--- src/include/pcs_defines.svh ---
`ifndef PCS_DEFINES_SVH
`define PCS_DEFINES_SVH

// Gearbox word width
`define PCS_DATA_W 32

// Self-synchronizing scrambler, 1 + x^39 + x^58
`define SCR_STATE_W 58
`define SCR_TAP_A 39
`define SCR_TAP_B 58

// Non-zero word of the idle test pattern
`define IDLE_PATTERN_WORD 32'h1e000000

// Block lock thresholds
`define SH_LOCK_COUNT 64
`define SH_WINDOW 64
`define SH_BAD_LIMIT 16

// Legal sync headers
`define SH_DATA 2'b10
`define SH_CTRL 2'b01

`endif

--- src/design/pcs_pkg.sv ---
`include "pcs_defines.svh"

package pcs_pkg;

    typedef logic [`PCS_DATA_W-1:0] pcs_word_t;
    typedef logic [1:0] sync_header_t;
    typedef logic [`SCR_STATE_W-1:0] scr_state_t;

    typedef enum logic [1:0] {PLL_RESET, GTX_RESET, USR_RDY, DONE} reset_state_t;

    // Status coming back from the transceiver
    typedef struct packed {
        logic qpll_lock;
        logic rx_reset_done;
        logic tx_reset_done;
        logic gearbox_ready;
    } gt_status_t;

    // Reset and start controls towards the transceiver
    typedef struct packed {
        logic qpll_reset;
        logic gt_reset;
        logic userrdy;
        logic seq_start;
    } gt_ctrl_t;

    typedef struct packed {
        pcs_word_t data;
        logic      valid;
    } tx_word_t;

    typedef struct packed {
        pcs_word_t    data;
        logic         data_valid;
        sync_header_t header;
        logic         header_valid;
    } rx_word_t;

endpackage

--- src/design/block_sync.sv ---
`timescale 1ns/1ps
`include "pcs_defines.svh"

module block_sync import pcs_pkg::*; (
    input  logic         clk_gtx_tx,
    input  logic         i_rst_n,
    input  sync_header_t i_header,
    input  logic         i_header_valid,
    output logic         o_block_lock,
    output logic         o_rxslip
);

    localparam int GOOD_W = $clog2(`SH_LOCK_COUNT + 1);
    localparam int WIN_W  = $clog2(`SH_WINDOW);
    localparam int BAD_W  = $clog2(`SH_BAD_LIMIT + 1);

    typedef enum logic {SYNC_HUNT, SYNC_LOCKED} sync_state_t;

    sync_state_t       state;
    logic [GOOD_W-1:0] good_cnt;
    logic [WIN_W-1:0]  win_cnt;
    logic [BAD_W-1:0]  bad_cnt;
    logic              sh_legal;
    logic              rxslip_q;

    // Only 01 and 10 are legal, 00 and 11 mean misalignment
    assign sh_legal = (i_header == `SH_DATA) || (i_header == `SH_CTRL);

    always_ff @(posedge clk_gtx_tx or negedge i_rst_n) begin
        if (!i_rst_n) begin
            state    <= SYNC_HUNT;
            good_cnt <= '0;
            win_cnt  <= '0;
            bad_cnt  <= '0;
            rxslip_q <= 1'b0;
        end else begin
            rxslip_q <= 1'b0;
            if (i_header_valid) begin
                case (state)
                    SYNC_HUNT: begin
                        if (!sh_legal) begin
                            // Slip one bit and start counting again
                            good_cnt <= '0;
                            rxslip_q <= 1'b1;
                        end else if (good_cnt == GOOD_W'(`SH_LOCK_COUNT - 1)) begin
                            state    <= SYNC_LOCKED;
                            good_cnt <= '0;
                            win_cnt  <= '0;
                            bad_cnt  <= '0;
                        end else begin
                            good_cnt <= good_cnt + GOOD_W'(1);
                        end
                    end
                    SYNC_LOCKED: begin
                        if (!sh_legal && bad_cnt == BAD_W'(`SH_BAD_LIMIT - 1)) begin
                            // Too many bad headers in this window
                            state    <= SYNC_HUNT;
                            rxslip_q <= 1'b1;
                            good_cnt <= '0;
                            win_cnt  <= '0;
                            bad_cnt  <= '0;
                        end else if (win_cnt == WIN_W'(`SH_WINDOW - 1)) begin
                            win_cnt <= '0;
                            bad_cnt <= '0;
                        end else begin
                            win_cnt <= win_cnt + WIN_W'(1);
                            if (!sh_legal) begin
                                bad_cnt <= bad_cnt + BAD_W'(1);
                            end
                        end
                    end
                    default: begin
                        state <= SYNC_HUNT;
                    end
                endcase
            end
        end
    end

    assign o_block_lock = (state == SYNC_LOCKED);
    assign o_rxslip     = rxslip_q;

endmodule

--- src/design/gt_reset_sequencer.sv ---
`timescale 1ns/1ps

module gt_reset_sequencer import pcs_pkg::*; (
    input  logic       clk_gtx_tx,
    input  logic       i_rst_n,
    input  gt_status_t i_gt_status,
    output gt_ctrl_t   o_gt_ctrl,
    output logic       o_link_up
);

    reset_state_t state;
    gt_ctrl_t     ctrl_q;

    always_ff @(posedge clk_gtx_tx or negedge i_rst_n) begin
        if (!i_rst_n) begin
            state             <= PLL_RESET;
            ctrl_q.qpll_reset <= 1'b1;
            ctrl_q.gt_reset   <= 1'b1;
            ctrl_q.userrdy    <= 1'b0;
            ctrl_q.seq_start  <= 1'b0;
        end else begin
            case (state)
                PLL_RESET: begin
                    // PLL reset held for one cycle past the async reset
                    state             <= GTX_RESET;
                    ctrl_q.qpll_reset <= 1'b0;
                end
                GTX_RESET: begin
                    if (i_gt_status.qpll_lock) begin
                        state           <= USR_RDY;
                        ctrl_q.gt_reset <= 1'b0;
                    end
                end
                USR_RDY: begin
                    ctrl_q.userrdy <= 1'b1;
                    // Both directions out of reset before the gearbox starts
                    if (i_gt_status.rx_reset_done && i_gt_status.tx_reset_done) begin
                        state            <= DONE;
                        ctrl_q.seq_start <= 1'b1;
                    end
                end
                DONE: begin
                    state <= DONE;
                end
                default: begin
                    state <= PLL_RESET;
                end
            endcase
        end
    end

    assign o_gt_ctrl = ctrl_q;
    assign o_link_up = (state == DONE);

endmodule

--- src/design/pcs_link_top.sv ---
`timescale 1ns/1ps

module pcs_link_top import pcs_pkg::*; (
    input  logic       clk_gtx_tx,
    input  logic       i_rst_n,
    input  gt_status_t i_gt_status,
    input  rx_word_t   i_rx_word,
    output gt_ctrl_t   o_gt_ctrl,
    output tx_word_t   o_tx_word,
    output rx_word_t   o_rx_word,
    output logic       o_block_lock,
    output logic       o_rxslip,
    output logic       o_link_up
);

    logic tx_enable;

    gt_reset_sequencer gt_reset_sequencer_u (
        .clk_gtx_tx  (clk_gtx_tx),
        .i_rst_n     (i_rst_n),
        .i_gt_status (i_gt_status),
        .o_gt_ctrl   (o_gt_ctrl),
        .o_link_up   (o_link_up)
    );

    // One word per gearbox ready cycle, only once the sequence has started
    assign tx_enable = i_gt_status.gearbox_ready & o_gt_ctrl.seq_start;

    pcs_tx_scrambler pcs_tx_scrambler_u (
        .clk_gtx_tx (clk_gtx_tx),
        .i_rst_n    (i_rst_n),
        .i_tx_ready (tx_enable),
        .o_tx_word  (o_tx_word)
    );

    pcs_rx_descrambler pcs_rx_descrambler_u (
        .clk_gtx_tx (clk_gtx_tx),
        .i_rst_n    (i_rst_n),
        .i_rx_word  (i_rx_word),
        .o_rx_word  (o_rx_word)
    );

    // Aligner looks at the raw headers from the transceiver
    block_sync block_sync_u (
        .clk_gtx_tx     (clk_gtx_tx),
        .i_rst_n        (i_rst_n),
        .i_header       (i_rx_word.header),
        .i_header_valid (i_rx_word.header_valid),
        .o_block_lock   (o_block_lock),
        .o_rxslip       (o_rxslip)
    );

endmodule

--- src/design/pcs_rx_descrambler.sv ---
`timescale 1ns/1ps
`include "pcs_defines.svh"

module pcs_rx_descrambler import pcs_pkg::*; (
    input  logic     clk_gtx_tx,
    input  logic     i_rst_n,
    input  rx_word_t i_rx_word,
    output rx_word_t o_rx_word
);

    scr_state_t   rx_hist;
    pcs_word_t    descr_word;
    scr_state_t   rx_hist_next;

    pcs_word_t    data_q;
    logic         data_valid_q;
    sync_header_t header_q;
    logic         header_valid_q;

    // History is built from received bits, so no seed is needed
    always_comb begin
        scr_state_t hist;
        hist = rx_hist;
        for (int i = 0; i < `PCS_DATA_W; i++) begin
            descr_word[i] = i_rx_word.data[i] ^ hist[`SCR_TAP_A-1] ^ hist[`SCR_TAP_B-1];
            hist = {hist[`SCR_STATE_W-2:0], i_rx_word.data[i]};
        end
        rx_hist_next = hist;
    end

    always_ff @(posedge clk_gtx_tx or negedge i_rst_n) begin
        if (!i_rst_n) begin
            rx_hist        <= '0;
            data_valid_q   <= 1'b0;
            header_valid_q <= 1'b0;
        end else begin
            data_valid_q   <= i_rx_word.data_valid;
            header_valid_q <= i_rx_word.header_valid;
            if (i_rx_word.data_valid) begin
                rx_hist <= rx_hist_next;
            end
        end
    end

    // Header rides along with the same one-cycle delay
    always_ff @(posedge clk_gtx_tx) begin
        header_q <= i_rx_word.header;
        if (i_rx_word.data_valid) begin
            data_q <= descr_word;
        end
    end

    assign o_rx_word = '{data: data_q, data_valid: data_valid_q,
                         header: header_q, header_valid: header_valid_q};

endmodule

--- src/design/pcs_tx_scrambler.sv ---
`timescale 1ns/1ps
`include "pcs_defines.svh"

module pcs_tx_scrambler import pcs_pkg::*; (
    input  logic     clk_gtx_tx,
    input  logic     i_rst_n,
    input  logic     i_tx_ready,
    output tx_word_t o_tx_word
);

    pcs_word_t  pattern;
    scr_state_t scr_state;

    pcs_word_t  scr_word_next;
    scr_state_t scr_state_next;

    pcs_word_t  tx_data_q;
    logic       tx_valid_q;

    // Serial scrambler unrolled over one word, bit 0 goes first
    always_comb begin
        scr_state_t hist;
        hist = scr_state;
        for (int i = 0; i < `PCS_DATA_W; i++) begin
            scr_word_next[i] = pattern[i] ^ hist[`SCR_TAP_A-1] ^ hist[`SCR_TAP_B-1];
            // Newest scrambled bit enters at history bit 0
            hist = {hist[`SCR_STATE_W-2:0], scr_word_next[i]};
        end
        scr_state_next = hist;
    end

    // Pattern and history only move on an accepted word
    always_ff @(posedge clk_gtx_tx or negedge i_rst_n) begin
        if (!i_rst_n) begin
            pattern    <= `IDLE_PATTERN_WORD;
            scr_state  <= '0;
            tx_valid_q <= 1'b0;
        end else begin
            tx_valid_q <= i_tx_ready;
            if (i_tx_ready) begin
                scr_state <= scr_state_next;
                if (pattern == `IDLE_PATTERN_WORD) begin
                    pattern <= '0;
                end else begin
                    pattern <= `IDLE_PATTERN_WORD;
                end
            end
        end
    end

    always_ff @(posedge clk_gtx_tx) begin
        if (i_tx_ready) begin
            tx_data_q <= scr_word_next;
        end
    end

    assign o_tx_word = '{data: tx_data_q, valid: tx_valid_q};

endmodule

--- config.mk ---
export PLATFORM = sky130hd
export DESIGN_NAME = pcs_link_top
export DESIGN_NICKNAME = d
export VERILOG_FILES = /design/src/design/pcs_pkg.sv /design/src/design/block_sync.sv /design/src/design/gt_reset_sequencer.sv /design/src/design/pcs_link_top.sv /design/src/design/pcs_rx_descrambler.sv /design/src/design/pcs_tx_scrambler.sv
export VERILOG_INCLUDE_DIRS = /design/src /design/src/include
export SDC_FILE = /design/constraint.sdc
export NUM_CORES = 1
export LEC_CHECK = 0
export ABC_AREA = 1
export BUFFER_PORTS_ARGS = -buffer_cell sky130_fd_sc_hd__buf_4
export CAP_MARGIN = 20
export CORE_MARGIN = 3
export CORE_UTILIZATION = 41
export CTS_CLUSTER_DIAMETER = 100
export DETAILED_ROUTE_END_ITERATION = 6
export PLACE_DENSITY = 0.71
export RECOVER_POWER = 50
export SLEW_MARGIN = 40
export SYNTH_ARGS = -nofsm -noshare
export SYNTH_HDL_FRONTEND = slang
export SYNTH_SLANG_ARGS = --single-unit
--- constraint.sdc ---
create_clock -name clk_gtx_tx -period 1.64 [get_ports clk_gtx_tx]
set_clock_uncertainty 0.2 [all_clocks]
set_input_delay 0.328 -clock clk_gtx_tx [delete_from_list [all_inputs] [get_ports clk_gtx_tx]]
set_output_delay 0.328 -clock clk_gtx_tx [all_outputs]
set_load 0.05 [all_outputs]
* After elaboration in Yosys (flattened, before gate mapping)
Index checks and enable logic that the tools add are counted.
** Word-level totals
- Output and inout port bits :: 76
- Flip-flop bits (word level) :: 243
- Word-level logic and storage cells :: 205
- Input port bits :: 42
** Cells by class
- Add/sub/neg operators :: 3
- Equal/unequal tests :: 15
- Mux-type cells :: 27
- Bitwise gates (word level) :: 130
- Reductions and logical operators :: 11
** Operator list (count)
- 1-bit XOR :: 128
- 32-bit by 29-bit equality test with 1-bit output, second input constant :: 1
- 29-bit 2-to-1 mux :: 1
- 5-bit 2-to-1 mux :: 5
- 6-bit 2-to-1 mux :: 4
- 7-bit 2-to-1 mux :: 3
- 7-bit case mux with 2 select lines :: 1
- 6-bit case mux with 2 select lines :: 1
- 5-bit case mux with 2 select lines :: 1
- 2-bit case mux with 4 select lines :: 1
- 2-bit AND reduction :: 4
- 7-bit by 1-bit adder with 7-bit output, second input constant :: 1
- 7-bit by 6-bit equality test with 1-bit output, second input constant :: 1
- 6-bit by 1-bit adder with 6-bit output, second input constant :: 1
- 2-bit equality test, second input constant :: 3
- 6-bit equality test, second input constant :: 1
- 1-bit 2-to-1 mux :: 6
- 2-bit by 1-bit inequality test with 1-bit output, second input constant :: 3
- 5-bit by 1-bit adder with 5-bit output, second input constant :: 1
- 5-bit by 4-bit equality test with 1-bit output, second input constant :: 1
- 2-bit by 1-bit equality test with 1-bit output, second input constant :: 2
- 2-bit 2-to-1 mux :: 2
- 2-bit inequality test, second input constant :: 2
- 4-bit inequality test, second input constant :: 1
- other kinds (9) :: 11

* Depth between registers and ports, before layout
Gate-level depths: netlist of run 1.
- Word-level depth :: 7
- Gate-level depth with buffers :: 11
- Gate-level depth less buffers :: 11

* Hierarchy
Synthesis of run 1 repeated with hierarchy kept, for this count alone.
** Second synthesis, totals
- Cells, all modules :: 1033
- Area, all modules :: 9421.5 sq um
** By module, submodules not included
- pcs_rx_descrambler :: area an instance 4235.3 sq um, cells each 500, instances 1, seq. area each 2502.4 sq um
- pcs_tx_scrambler :: area an instance 3652.3 sq um, cells each 323, instances 1, seq. area each 2463.6 sq um
- block_sync :: area an instance 1296.2 sq um, cells each 184, instances 1, seq. area each 500.5 sq um
- gt_reset_sequencer :: area an instance 230.2 sq um, cells each 24, instances 1, seq. area each 152.6 sq um
- pcs_link_top :: area an instance 7.5 sq um, cells each 2, instances 1, seq. area each 0.0 sq um

* Worst setup path before layout of run 1
Ideal clock, no wire load.
- Path kind :: register to register
- From :: register gt_reset_sequencer_u.ctrl_q, in the netlist gt_reset_sequencer_u.o_gt_ctrl[0]
- To :: register pcs_tx_scrambler_u.tx_data_q[0], enable pin
- Buffers on the path :: 2
- Setup slack :: -0.411 ns
- Cell stages (with the launch flop) :: 5
- Clock period less this slack :: 2.051 ns
- Arrival :: 1.503 ns
- Setup time :: 0.348 ns
- Path through :: dfrtp_1 > nand2_1 > inv_1 > buf_2 > buf_4
** On the way
- Cells in the longest elaborated chain, start to end :: 1
** Ends and longest elaborated chain
- start, declared :: RTL line gt_reset_sequencer.sv:12 : gt_ctrl_t ctrl_q;
- 1-bit bitwise AND :: RTL line pcs_link_top.sv:27 : assign tx_enable = i_gt_status.gearbox_ready & o_gt_ctrl.seq_start;
- via pcs_tx_scrambler_u.i_tx_ready :: RTL line pcs_tx_scrambler.sv:7 : input logic i_tx_ready,
- end signal, assigned :: RTL line pcs_tx_scrambler.sv:53 : tx_data_q <= scr_word_next;
- end, declared :: RTL line pcs_tx_scrambler.sv:17 : pcs_word_t tx_data_q;
The timed path passes the listed nets, and every way through them passes these cells.
A chain may end at the register's enable or synchronous reset.

* Worst setup path after layout of run 1
- From :: register block_sync_u.bad_cnt[0]
- To :: register block_sync_u.bad_cnt[0]
** On the way
- Cells in the longest elaborated chain, start to end :: 5
- Elaborated cells on any way between the ends :: 9
- Those cells by class :: add/sub (1); eq/ne (2); mux (4); reduce/logical (2)
** Ends and longest elaborated chain
- start, declared :: RTL line block_sync.sv:22 : logic [BAD_W-1:0] bad_cnt;
- start signal, assigned :: RTL line block_sync.sv:68 : bad_cnt <= bad_cnt + BAD_W'(1);
- 5-bit by 1-bit adder with 5-bit output :: RTL line block_sync.sv:68
- 5-bit 2-to-1 mux :: RTL line block_sync.sv:67 : if (!sh_legal) begin
- 5-bit 2-to-1 mux :: RTL line block_sync.sv:62 : end else if (win_cnt == WIN_W'(`SH_WINDOW - 1)) begin
- 5-bit 2-to-1 mux :: RTL line block_sync.sv:55 : if (!sh_legal && bad_cnt == BAD_W'(`SH_BAD_LIMIT - 1)) begin
- 5-bit case mux with 2 select lines :: RTL line block_sync.sv:39 : case (state)
Parallel ways exist; a longest one is shown, timed or not. The select of a mux whose other input is x is not followed.

==> impl_metrics.csv, run 1 <==
group,metric,value,unit
sta,slew_headroom,33.9,%
drt,first_pass_iters,5,
yosys,syn-num-nets,822,
clocking,root_buffer,"clkbuf_16",
setup_path,path_buf_inv,1,
finish,fin_util,55.8,%
yosys,synthTopCellsByArea,"dfrtp_1, edfxtp_1, nand2_1, xor2_1, o21ai_0",
finish,stdcell_count,1252,
clocking,cts_buffers,24,
die,die-area,23200,um2
yosys,synth_top_cell_area_share,40.8,%
global_routing,grt_max_degree,57,
drt,drc,0,
yosys,synth_commonest_cells,"nand2_1, dfrtp_1, o21ai_0, inv_1, xor2_1",
die,core_region_area,20600,um2
setup_path,path_common_cell,"nand2_1",
die,die_width,152,um
global_routing,grt_pass1_vias,5741,
sta,tightest_slew,0.992,ns
die,initial_core_util,42.5,%
clocking,clock_path_buffers,3,
drt,drtAntennaViolNets,0,
yosys,synth_area,8760,um2
sta,slew_violations,0,
global_routing,overflow,0,
finish,num_antenna_cells,0,
yosys,synth_area_per_cell,11.3,um2
pwr,leakage,5.23,nW
global_routing,grt_pass1_wl,28500,um
sta,min_period,1.75,ns
yosys,synth_warnings,0,
hold_path,hold_path_class,"in -> reg",
setup_path,cp-end-kind,"flop",
setup_path,r2r_start,"block_sync_u.bad_cnt[0]",
yosys,synth.most_common_cell,"nand2_1",
hold_path,whs_path_depth,5,
job,cap_viol_max_count,0,
status,status,"complete, but fails checks",
drt,vias,5730,
finish,area_growth,31.3,%
sta,setup_violations,36,
setup_path,timing.rr.end,"block_sync_u.bad_cnt[0]",
drt,wl_per_cell,13.6,um
global_routing,grtUsageTotal,14.5,%
status,violations,"setup timing",
placed_design,dp.cells,1158,
clocking,worst_skew_pair.late_latency,0.52,ns
setup_path,reg2reg_depth,9,
setup_path,path_cells,"ha_2 > and3_4 > ha_4 > buf_4 > nand2_4 > nand3_4 > nor2_2 > nand2_1 > nand2_1",
yosys,synth_top_area_cell,"dfrtp_1",
yosys,syn_inst,776,
yosys,ys_types,32,
die,io_pins,118,
clocking,cts_tree,"yes",
drt,finalWirelength,17000,um
setup_path,startpoint_type,"flop",
sta,rsz0062_at_grt,"true",
finish,nets,1010,
placed_design,place_congestion,0.789,
global_routing,grt_antenna_before_repair,0,
pwr,ir_worst_vdd,0.000669,V
setup_path,ff2ff_setup_slack,-0.11,ns
setup_path,path_class,"reg -> reg",
clocking,htree_levels,1,
setup_path,cp_top_family,"simple AND/OR/NAND/NOR gates",
setup_path,crit_path_max_incr_delay,0.39,ns
die,die_h,152,um
pwr,powerDensity,1570,nW/um2
sta,finalHoldViolations,0,
yosys,seq_area_frac_synth,64.1,%
placed_design,port_buffers,117,
setup_path,critPathArrivalTime,1.99,ns
sta,fmax,572,MHz
sta,setup_ws,-0.109,ns
yosys,async_reset_ff_share,68.9,%
hold_path,worstHoldStart,"i_gt_status[0]",
clocking,clkSinkCount,212,
sta,min_period_over_period,107,%
setup_path,slowest_stage,"dfrtp_1",
die,row_count,52,
finish,drive_above_1_share,24.6,%
yosys,synth_edf_count,64,
clocking,path_clk_slew,0.06,ns
setup_path,path_max_fanout,7,
yosys,ys.flop_type,"dfrtp_1",
yosys,ys_ff_latch,212,
drt,drt_iter0_drc,276,
hold_path,worstHoldEndpoint,"pcs_tx_scrambler_u.scr_state[30]",
placed_design,dp.final_hpwl,11300,um
drt,routed_via_density,4.58,
setup_path,cp.required,1.88,ns
stage by stage:
stage | total power, mW | setup slack (ns) | hold slack (ns) | cell area, um2 | TNS (ns)
6_report | 18.1 | -0.109 | 0.136 | 11500 | -1.62
3_3_place_gp | 12.6 | -0.0560 | 0.0575 | 10100 | -0.144
4_1_cts | 18.1 | -0.104 | 0.0821 | 11400 | -0.565
5_1_grt | 19.1 | -0.213 | 0.151 | 11500 | -6.01
2_1_floorplan | 11.2 | -0.0525 | -0.168 | 8810 | -0.150
3_5_place_dp | 12.7 | -0.0963 | 0.0606 | 10100 | -0.446
metal layers:
layer	share of wire (%)	wire (um)	track usage, %	up-vias
li1	-	-	-	2854
met1	44	7570	19.6	2743
met5	0	0	0	-
met2	49	8380	24.0	97
met4	2.8	472	4.28	0
met3	3.6	608	2.53	36
worst max path at each step:
stage / slack, ns / start / endpoint / cells after the start
5_1_grt: -0.21 / block_sync_u.bad_cnt[0] / block_sync_u.good_cnt[5] / 11
4_1_cts: -0.10 / gt_reset_sequencer_u.o_gt_ctrl[2] / o_gt_ctrl[2] / 1
3_3_place_gp: -0.06 / block_sync_u.bad_cnt[1] / block_sync_u.good_cnt[5] / 11
2_1_floorplan: -0.05 / block_sync_u.bad_cnt[0] / block_sync_u.good_cnt[5] / 10
6_report: -0.11 / block_sync_u.bad_cnt[0] / block_sync_u.bad_cnt[0] / 9
3_5_place_dp: -0.1 / block_sync_u.bad_cnt[1] / block_sync_u.good_cnt[5] / 11
report_power, final:
group	internal, mW	leakage [nW]	switching (mW)
clock network	3.04	0.377	2.07
registers	7.10	2.42	0.861
logic	1.93	2.44	3.06
area by class of cell:
cell class,instances,area [um2]
Inverter,89,337
Clock inverter,10,86.3
Timing Repair Buffer,187,1680
Fill cell,1735,9120
Sequential cell,212,5620
Multi-Input combinational cell,450,2770
Clock buffer,34,678
Tap cell,270,338
cells in the final DEF (no fill, tap or decap), types with 37 or more instances in the layout:
master and count:
buf_4 72, buf_6 46, dfrtp_1 141, dlygate4sd3_1 40, edfxtp_1 64, inv_1 79, nand2_1 155, o21ai_0 86
xnor2_1 37, xor2_1 67
tightest hold or removal path, cell delays in order:
cell,delay [ns]
buf_4,0.08
nand2_2,0.06
buf_4,0.21
nand2_1,0.08
nand2_1,0.05
cells by family after synthesis:
kind of cell | after synthesis | share of synthesized area (%)
and+or+nand+nor | 212 | 10.2
DFF | 212 | 64.1
buffers and inverters | 115 | 5.27
xor gates and xnor gates | 104 | 10.4
AOI/OAI and AO/OA | 103 | 6.14
muxes | 26 | 3.34
adders and majority gates | 4 | 0.571
registers in the layout (all words and copies together) (netlist names):
| signal | cells |
|---|---|
| block_sync_u.bad_cnt | 5 |
| block_sync_u.good_cnt | 7 |
| block_sync_u.o_block_lock | 1 |
| block_sync_u.o_rxslip | 1 |
| block_sync_u.win_cnt | 6 |
| gt_reset_sequencer_u.o_gt_ctrl | 4 |
| gt_reset_sequencer_u.state | 2 |
| pcs_rx_descrambler_u.data_q | 32 |
| pcs_rx_descrambler_u.data_valid_q | 1 |
| pcs_rx_descrambler_u.header_q | 2 |
| pcs_rx_descrambler_u.header_valid_q | 1 |
| pcs_rx_descrambler_u.rx_hist | 58 |
| pcs_tx_scrambler_u.pattern | 1 |
| pcs_tx_scrambler_u.scr_state | 58 |
| pcs_tx_scrambler_u.tx_data_q | 32 |
| pcs_tx_scrambler_u.tx_valid_q | 1 |
repair_timing:
item,in CTS,in global routing
resized for setup,29,41
pin swaps,3,11
endpoints found under the hold margin,191,0
hold buffers,40,0
gates cloned,1,0
setup endpoints to repair,31,63
setup buffers,5,4
No activity file was read; power rests on OpenSTA's default activity.
==> run 2, diff against run 1 <==
==> constraint.sdc (replaced) <==
create_clock -name clk_gtx_tx -period 1.64 [get_ports clk_gtx_tx]
set_clock_uncertainty 0.2 [all_clocks]
set_input_delay 0 -clock clk_gtx_tx [delete_from_list [all_inputs] [get_ports clk_gtx_tx]]
set_output_delay 0 -clock clk_gtx_tx [all_outputs]
set_load 0.05 [all_outputs]
==> impl_metrics.csv, run 2 (synthesis gave the netlist of run 1 again) <==
group,metric,value,unit
status,violations,"setup timing",
setup_path,critPathArrivalTime,1.90,ns
die,initial_core_util,42.5,%
pwr,pwr-share-comb,27.4,%
finish,most-common-layout-cells,"nand2_1, dfrtp_1, dlygate4sd3_1",
sta,finalHoldViolations,0,
finish,drive_above_1_share,22.4,%
finish,layout_commonest_cell,"nand2_1",
setup_path,path_max_fanout,6,
hold_path,hold_path_class,"in -> reg",
setup_path,cp.required,1.84,ns
clocking,root_buffer,"clkbuf_16",
pwr,power,17.7,mW
finish,fin_util,56.8,%
placed_design,dp.final_hpwl,11400,um
drt,drtAntennaViolNets,0,
pwr,pwr-share-clk,27.8,%
setup_path,crit_cells,10,
placed_design,place_area,10100,um2
pwr,leakage,5.33,nW
sta,min_period_over_period,104,%
sta,slew_headroom,28.9,%
finish,reg.largest.list,"pcs_rx_descrambler_u.rx_hist: 58 flops, pcs_tx_scrambler_u.scr_state: 58 flops",
setup_path,cp-endpoint,"block_sync_u.good_cnt[5]",
finish,num_antenna_cells,0,
pwr,swShare,33.5,%
drt,drc,0,
global_routing,grtUsageTotal,15.6,%
die,die_width,152,um
setup_path,startpoint_type,"flop",
finish,fin_area,11700,um2
placed_design,dp_slack,-0.0946,ns
pwr,internal_power,11.8,mW
sta,min_period,1.70,ns
clocking,clkSinkCount,212,
setup_path,ff2ff_setup_slack,-0.06,ns
drt,vias,5977,
clocking,htree_levels,1,
finish,fill_cells,1737,
setup_path,critPathLaunch,"block_sync_u.bad_cnt[1]",
finish,seqCellArea,5620,um2
finish,stdcell_count,1308,
setup_path,r2r_start,"block_sync_u.bad_cnt[1]",
setup_path,path_cells,"ha_2 > and3_4 > ha_4 > inv_2 > a21oi_4 > nand2_4 > inv_4 > nand2_2 > nand2_1 > nor2_1",
job,cap_viol_max_count,0,
setup_path,cp_top_family,"simple AND/OR/NAND/NOR gates",
finish,area_growth,33.8,%
drt,first_pass_iters,4,
drt,wl_per_cell,13.8,um
sta,setup_ws,-0.0643,ns
die,row_count,52,
clocking,path_clk_slew,0.06,ns
status,status,"complete, but fails checks",
global_routing,grt_pass1_vias,6207,
drt,finalWirelength,18000,um
clocking,worst_skew_pair.late_latency,0.51,ns
placed_design,place_congestion,0.780,
die,die_h,152,um
setup_path,path_class,"reg -> reg",
die,io_pins,118,
setup_path,path_buf_inv,2,
drt,drt_iter0_drc,247,
die,die-area,23200,um2
sta,fin_tns_setup,-0.270,ns
setup_path,crit_path_max_incr_delay,0.35,ns
sta,fmax,587,MHz
setup_path,slowest_stage,"dfrtp_1",
global_routing,grt_max_degree,53,
placed_design,port_buffers,117,
setup_path,reg2reg_depth,10,
finish,multi_input_area,2750,um2
pwr,ir_worst_vdd,0.000788,V
clocking,cts_buffers,24,
finish,nets,1066,
sta,hold-worst-slack,0.101,ns
sta,setup_violations,7,
sta,rsz0062_at_grt,"true",
sta,slew_violations,0,
global_routing,grt_pass1_wl,30600,um
placed_design,dp.cells,1159,
global_routing,overflow,0,
pwr,p_seq_share,44.8,%
global_routing,grt_antenna_before_repair,0,
clocking,cts_tree,"yes",
sta,tightest_slew,1.07,ns
pwr,powerDensity,1510,nW/um2
drt,routed_via_density,4.57,
setup_path,cp-end-kind,"flop",
pwr,p_switching,5.94,mW
die,core_region_area,20600,um2
setup_path,timing.rr.end,"block_sync_u.good_cnt[5]",
clocking,clock_path_buffers,3,
-- run 2: what timing repair did --
item | 4_1_cts | 5_1_grt
pin swaps | 2 | 3
hold endpoints to repair | 378 | 0
endpoints found under the setup margin | 12 | 19
cloned | 1 | 0
buffers inserted | 1 | 3
hold buffers | 100 | 0
gates resized for setup | 0 | 10
-- run 2: power groups by stage --
stage	clock [mW]	sequential [mW]	combinational [mW]
2_1_floorplan	0	9.07	2.16
3_3_place_gp	0	7.98	4.61
3_5_place_dp	0	8.03	4.70
4_1_cts	5.07	7.96	5.00
5_1_grt	5.31	8.09	5.37
6_report	4.92	7.94	4.85
-- run 2: area by class of cell --
class / instances / share of cell area [%]
Tap cell: 270 / 2.88
Clock inverter: 12 / 0.800
Inverter: 89 / 2.87
Multi-Input combinational cell: 450 / 23.4
Clock buffer: 32 / 5.46
Sequential cell: 212 / 47.9
Timing Repair Buffer: 243 / 16.6
-- run 2: routing by layer --
layer	track usage [%]	up-vias	part of all wire [%]
met2	26.5	102	50
met1	20.7	2862	43
met4	4.71	0	2.9
li1	-	2974	-
met3	2.70	39	3.4
met5	0	-	0
-- run 2: worst reg2reg max path, delay by kind of cell, from the launching register on --
kind,cells,cell delay (ns)
adders and majority gates,2,0.31
and+or+nand+nor,5,0.46
buffers and inverters,2,0.13
AOI/OAI and AO/OA,1,0.15
DFF,1,0.35
-- run 2: worst min path at each step --
stage              startpoint                                 to  slack (ns)  depth (start not counted)
4_1_cts        i_gt_status[1]  gt_reset_sequencer_u.o_gt_ctrl[0]        0.08                          3
3_5_place_dp          i_rst_n   pcs_rx_descrambler_u.rx_hist[11]       -0.23                          1
5_1_grt        i_gt_status[1]  gt_reset_sequencer_u.o_gt_ctrl[0]         0.1                          3
6_report         i_rx_word[7]   pcs_rx_descrambler_u.rx_hist[28]        0.10                          4
3_3_place_gp          i_rst_n   pcs_rx_descrambler_u.rx_hist[11]       -0.23                          1
2_1_floorplan         i_rst_n            block_sync_u.bad_cnt[0]       -0.50                          0
==> run 3, diff against run 2 <==
PLACE_DENSITY = 0.69   (was 0.71)
clock period = 2.04 ns   (was 1.64 ns; I/O delays follow)
==> impl_metrics.csv, run 3 (synthesis gave the netlist of run 1 again) <==
group,metric,value,unit
pwr,powerDensity,1250,nW/um2
setup_path,critPathLaunch,"pcs_rx_descrambler_u.rx_hist[18]",
drt,routed_via_density,4.57,
die,initial_core_util,42.5,%
sta,tightest_slew,1.21,ns
finish,drive_above_1_share,20.8,%
finish,stdcell_count,1285,
pwr,ir_worst_vdd,0.000633,V
placed_design,dp.final_hpwl,11100,um
setup_path,path_cells,"nand2_1 > dlygate4sd3_1 > o21ai_0 > dlygate4sd3_1",
clocking,clock_path_buffers,3,
drt,vias,5873,
placed_design,dp.cells,1148,
global_routing,grt_pass1_wl,30200,um
setup_path,path_max_fanout,3,
pwr,leakage,5.27,nW
status,status,"complete, no violations",
finish,layout_commonest_cell,"nand2_1",
global_routing,grtUsageTotal,15.5,%
placed_design,place_congestion,0.764,
finish,area_growth,32.2,%
sta,setup_violations,0,
sta,slew_headroom,19.6,%
drt,drtAntennaViolNets,0,
drt,drc,0,
sta,fmax,496,MHz
setup_path,ff2ff_setup_slack,0.02,ns
setup_path,cp-endpoint,"pcs_rx_descrambler_u.rx_hist[50]",
setup_path,critPathArrivalTime,2.20,ns
setup_path,slowest_stage,"dlygate4sd3_1",
clocking,worst_skew_pair.late_latency,0.52,ns
setup_path,path_common_cell,"dlygate4sd3_1",
global_routing,overflow,0,
drt,drt_iter0_drc,298,
setup_path,timing.rr.end,"pcs_rx_descrambler_u.rx_hist[50]",
die,die-area,23200,um2
drt,wl_per_cell,14.0,um
setup_path,r2r_start,"pcs_rx_descrambler_u.rx_hist[18]",
global_routing,grt_antenna_before_repair,0,
clocking,root_buffer,"clkbuf_16",
sta,slew_violations,0,
hold_path,hold_path_class,"in -> reg",
finish,fill_cells,1783,
hold_path,whs_path_depth,3,
clocking,cts_buffers,24,
finish,num_antenna_cells,0,
die,die_width,152,um
drt,finalWirelength,18000,um
die,io_pins,118,
sta,min_period,2.02,ns
die,die_h,152,um
drt,first_pass_iters,4,
setup_path,path_class,"reg -> reg",
clocking,htree_levels,1,
placed_design,dp_slack,0.110,ns
global_routing,grt_pass1_vias,6017,
setup_path,cp-end-kind,"flop",
finish,most-common-layout-cells,"nand2_1, dfrtp_1, buf_4",
finish,reg.largest.list,"pcs_rx_descrambler_u.rx_hist: 58 flops, pcs_tx_scrambler_u.scr_state: 58 flops",
placed_design,port_buffers,117,
clocking,cts_tree,"yes",
clocking,path_clk_slew,0.06,ns
finish,nets,1043,
die,core_region_area,20600,um2
setup_path,cp.required,2.22,ns
sta,setup_ws,0.0227,ns
setup_path,reg2reg_depth,4,
setup_path,startpoint_type,"flop",
job,cap_viol_max_count,0,
clocking,clkSinkCount,212,
die,row_count,52,
sta,finalHoldViolations,0,
sta,min_period_over_period,98.9,%
global_routing,grt_max_degree,60,
setup_path,crit_path_max_incr_delay,0.58,ns
[run 3: cell types whose count changed in the layout (fill, tap and decap cells not counted), moves of 3 or more]
cell	previous run	this run
ha_1	1	4
dlygate4sd3_1	99	83
clkbuf_1	17	21
clkbuf_2	54	2
clkinv_1	5	2
buf_4	74	118
nor2_1	16	21
nor2_2	5	0
[run 3: worst max-delay path: cells and delay by family, from the launching register on]
family	cells	cell delay (ns)
DFF	1	0.41
AOI/OAI and AO/OA	1	0.09
buffers and inverters	2	1.13
and+or+nand+nor	1	0.07
[run 3: power by group]
part	switching [mW]	total (mW)	leakage, nW	internal, mW
Combinational	2.43	3.88	2.48	1.45
Clock	1.66	4.16	0.375	2.50
Sequential	0.684	6.39	2.42	5.71
[run 3: worst min-delay path by stage]
stage | startpoint | end | slack [ns]
after floorplan | i_rst_n | block_sync_u.bad_cnt[0] | -0.50
after global placement | i_rst_n | pcs_rx_descrambler_u.rx_hist[5] | -0.30
after detailed placement | i_rst_n | pcs_rx_descrambler_u.rx_hist[12] | -0.30
after CTS | i_rx_word[28] | pcs_rx_descrambler_u.rx_hist[7] | 0.06
after global routing | i_rx_word[35] | pcs_rx_descrambler_u.rx_hist[0] | 0.08
final | i_rx_word[28] | pcs_rx_descrambler_u.rx_hist[7] | 0.09
[run 3: routing by layer]
| metal | vias to the layer above | track usage, % | routed length, um |
|---|---|---|---|
| li1 | 2922 | - | - |
| met1 | 2830 | 20.7 | 8070 |
| met2 | 95 | 26.5 | 8910 |
| met3 | 26 | 2.53 | 634 |
| met4 | 0 | 3.90 | 378 |
| met5 | - | 0 | 0 |
[run 3: cell type report]
| class | count | area [um2] | share of cell area (%) |
|---|---|---|---|
| inverters | 89 | 334 | 2.88 |
| multi-input cells | 449 | 2680 | 23.1 |
| clock inverters | 11 | 120 | 1.04 |
| repair buffers | 221 | 1830 | 15.8 |
| flip-flops and latches | 212 | 5620 | 48.5 |
| clock buffers | 33 | 654 | 5.65 |
| well taps | 270 | 338 | 2.92 |
[run 3: through the flow]
stage	hold slack, ns	total power, mW	util [%]	setup TNS [ns]	cell area (um2)
floorplan	-0.496	9.01	-	0	8760
global placement	-0.298	10.1	48.6	0	10000
detailed placement	-0.299	10.2	48.6	0	10000
CTS	0.0575	14.6	56.6	0	11700
global route	0.0793	15.3	56.2	-0.0666	11600
finish	0.0860	14.4	56.2	0	11600
[run 3: what timing repair did]
action | 4_1_cts | 5_1_grt
endpoints found under the hold margin | 327 | 1
gates resized for setup | 0 | 0
setup buffers | 0 | 7
endpoints found under the setup margin | 0 | 7
hold buffers | 87 | 1
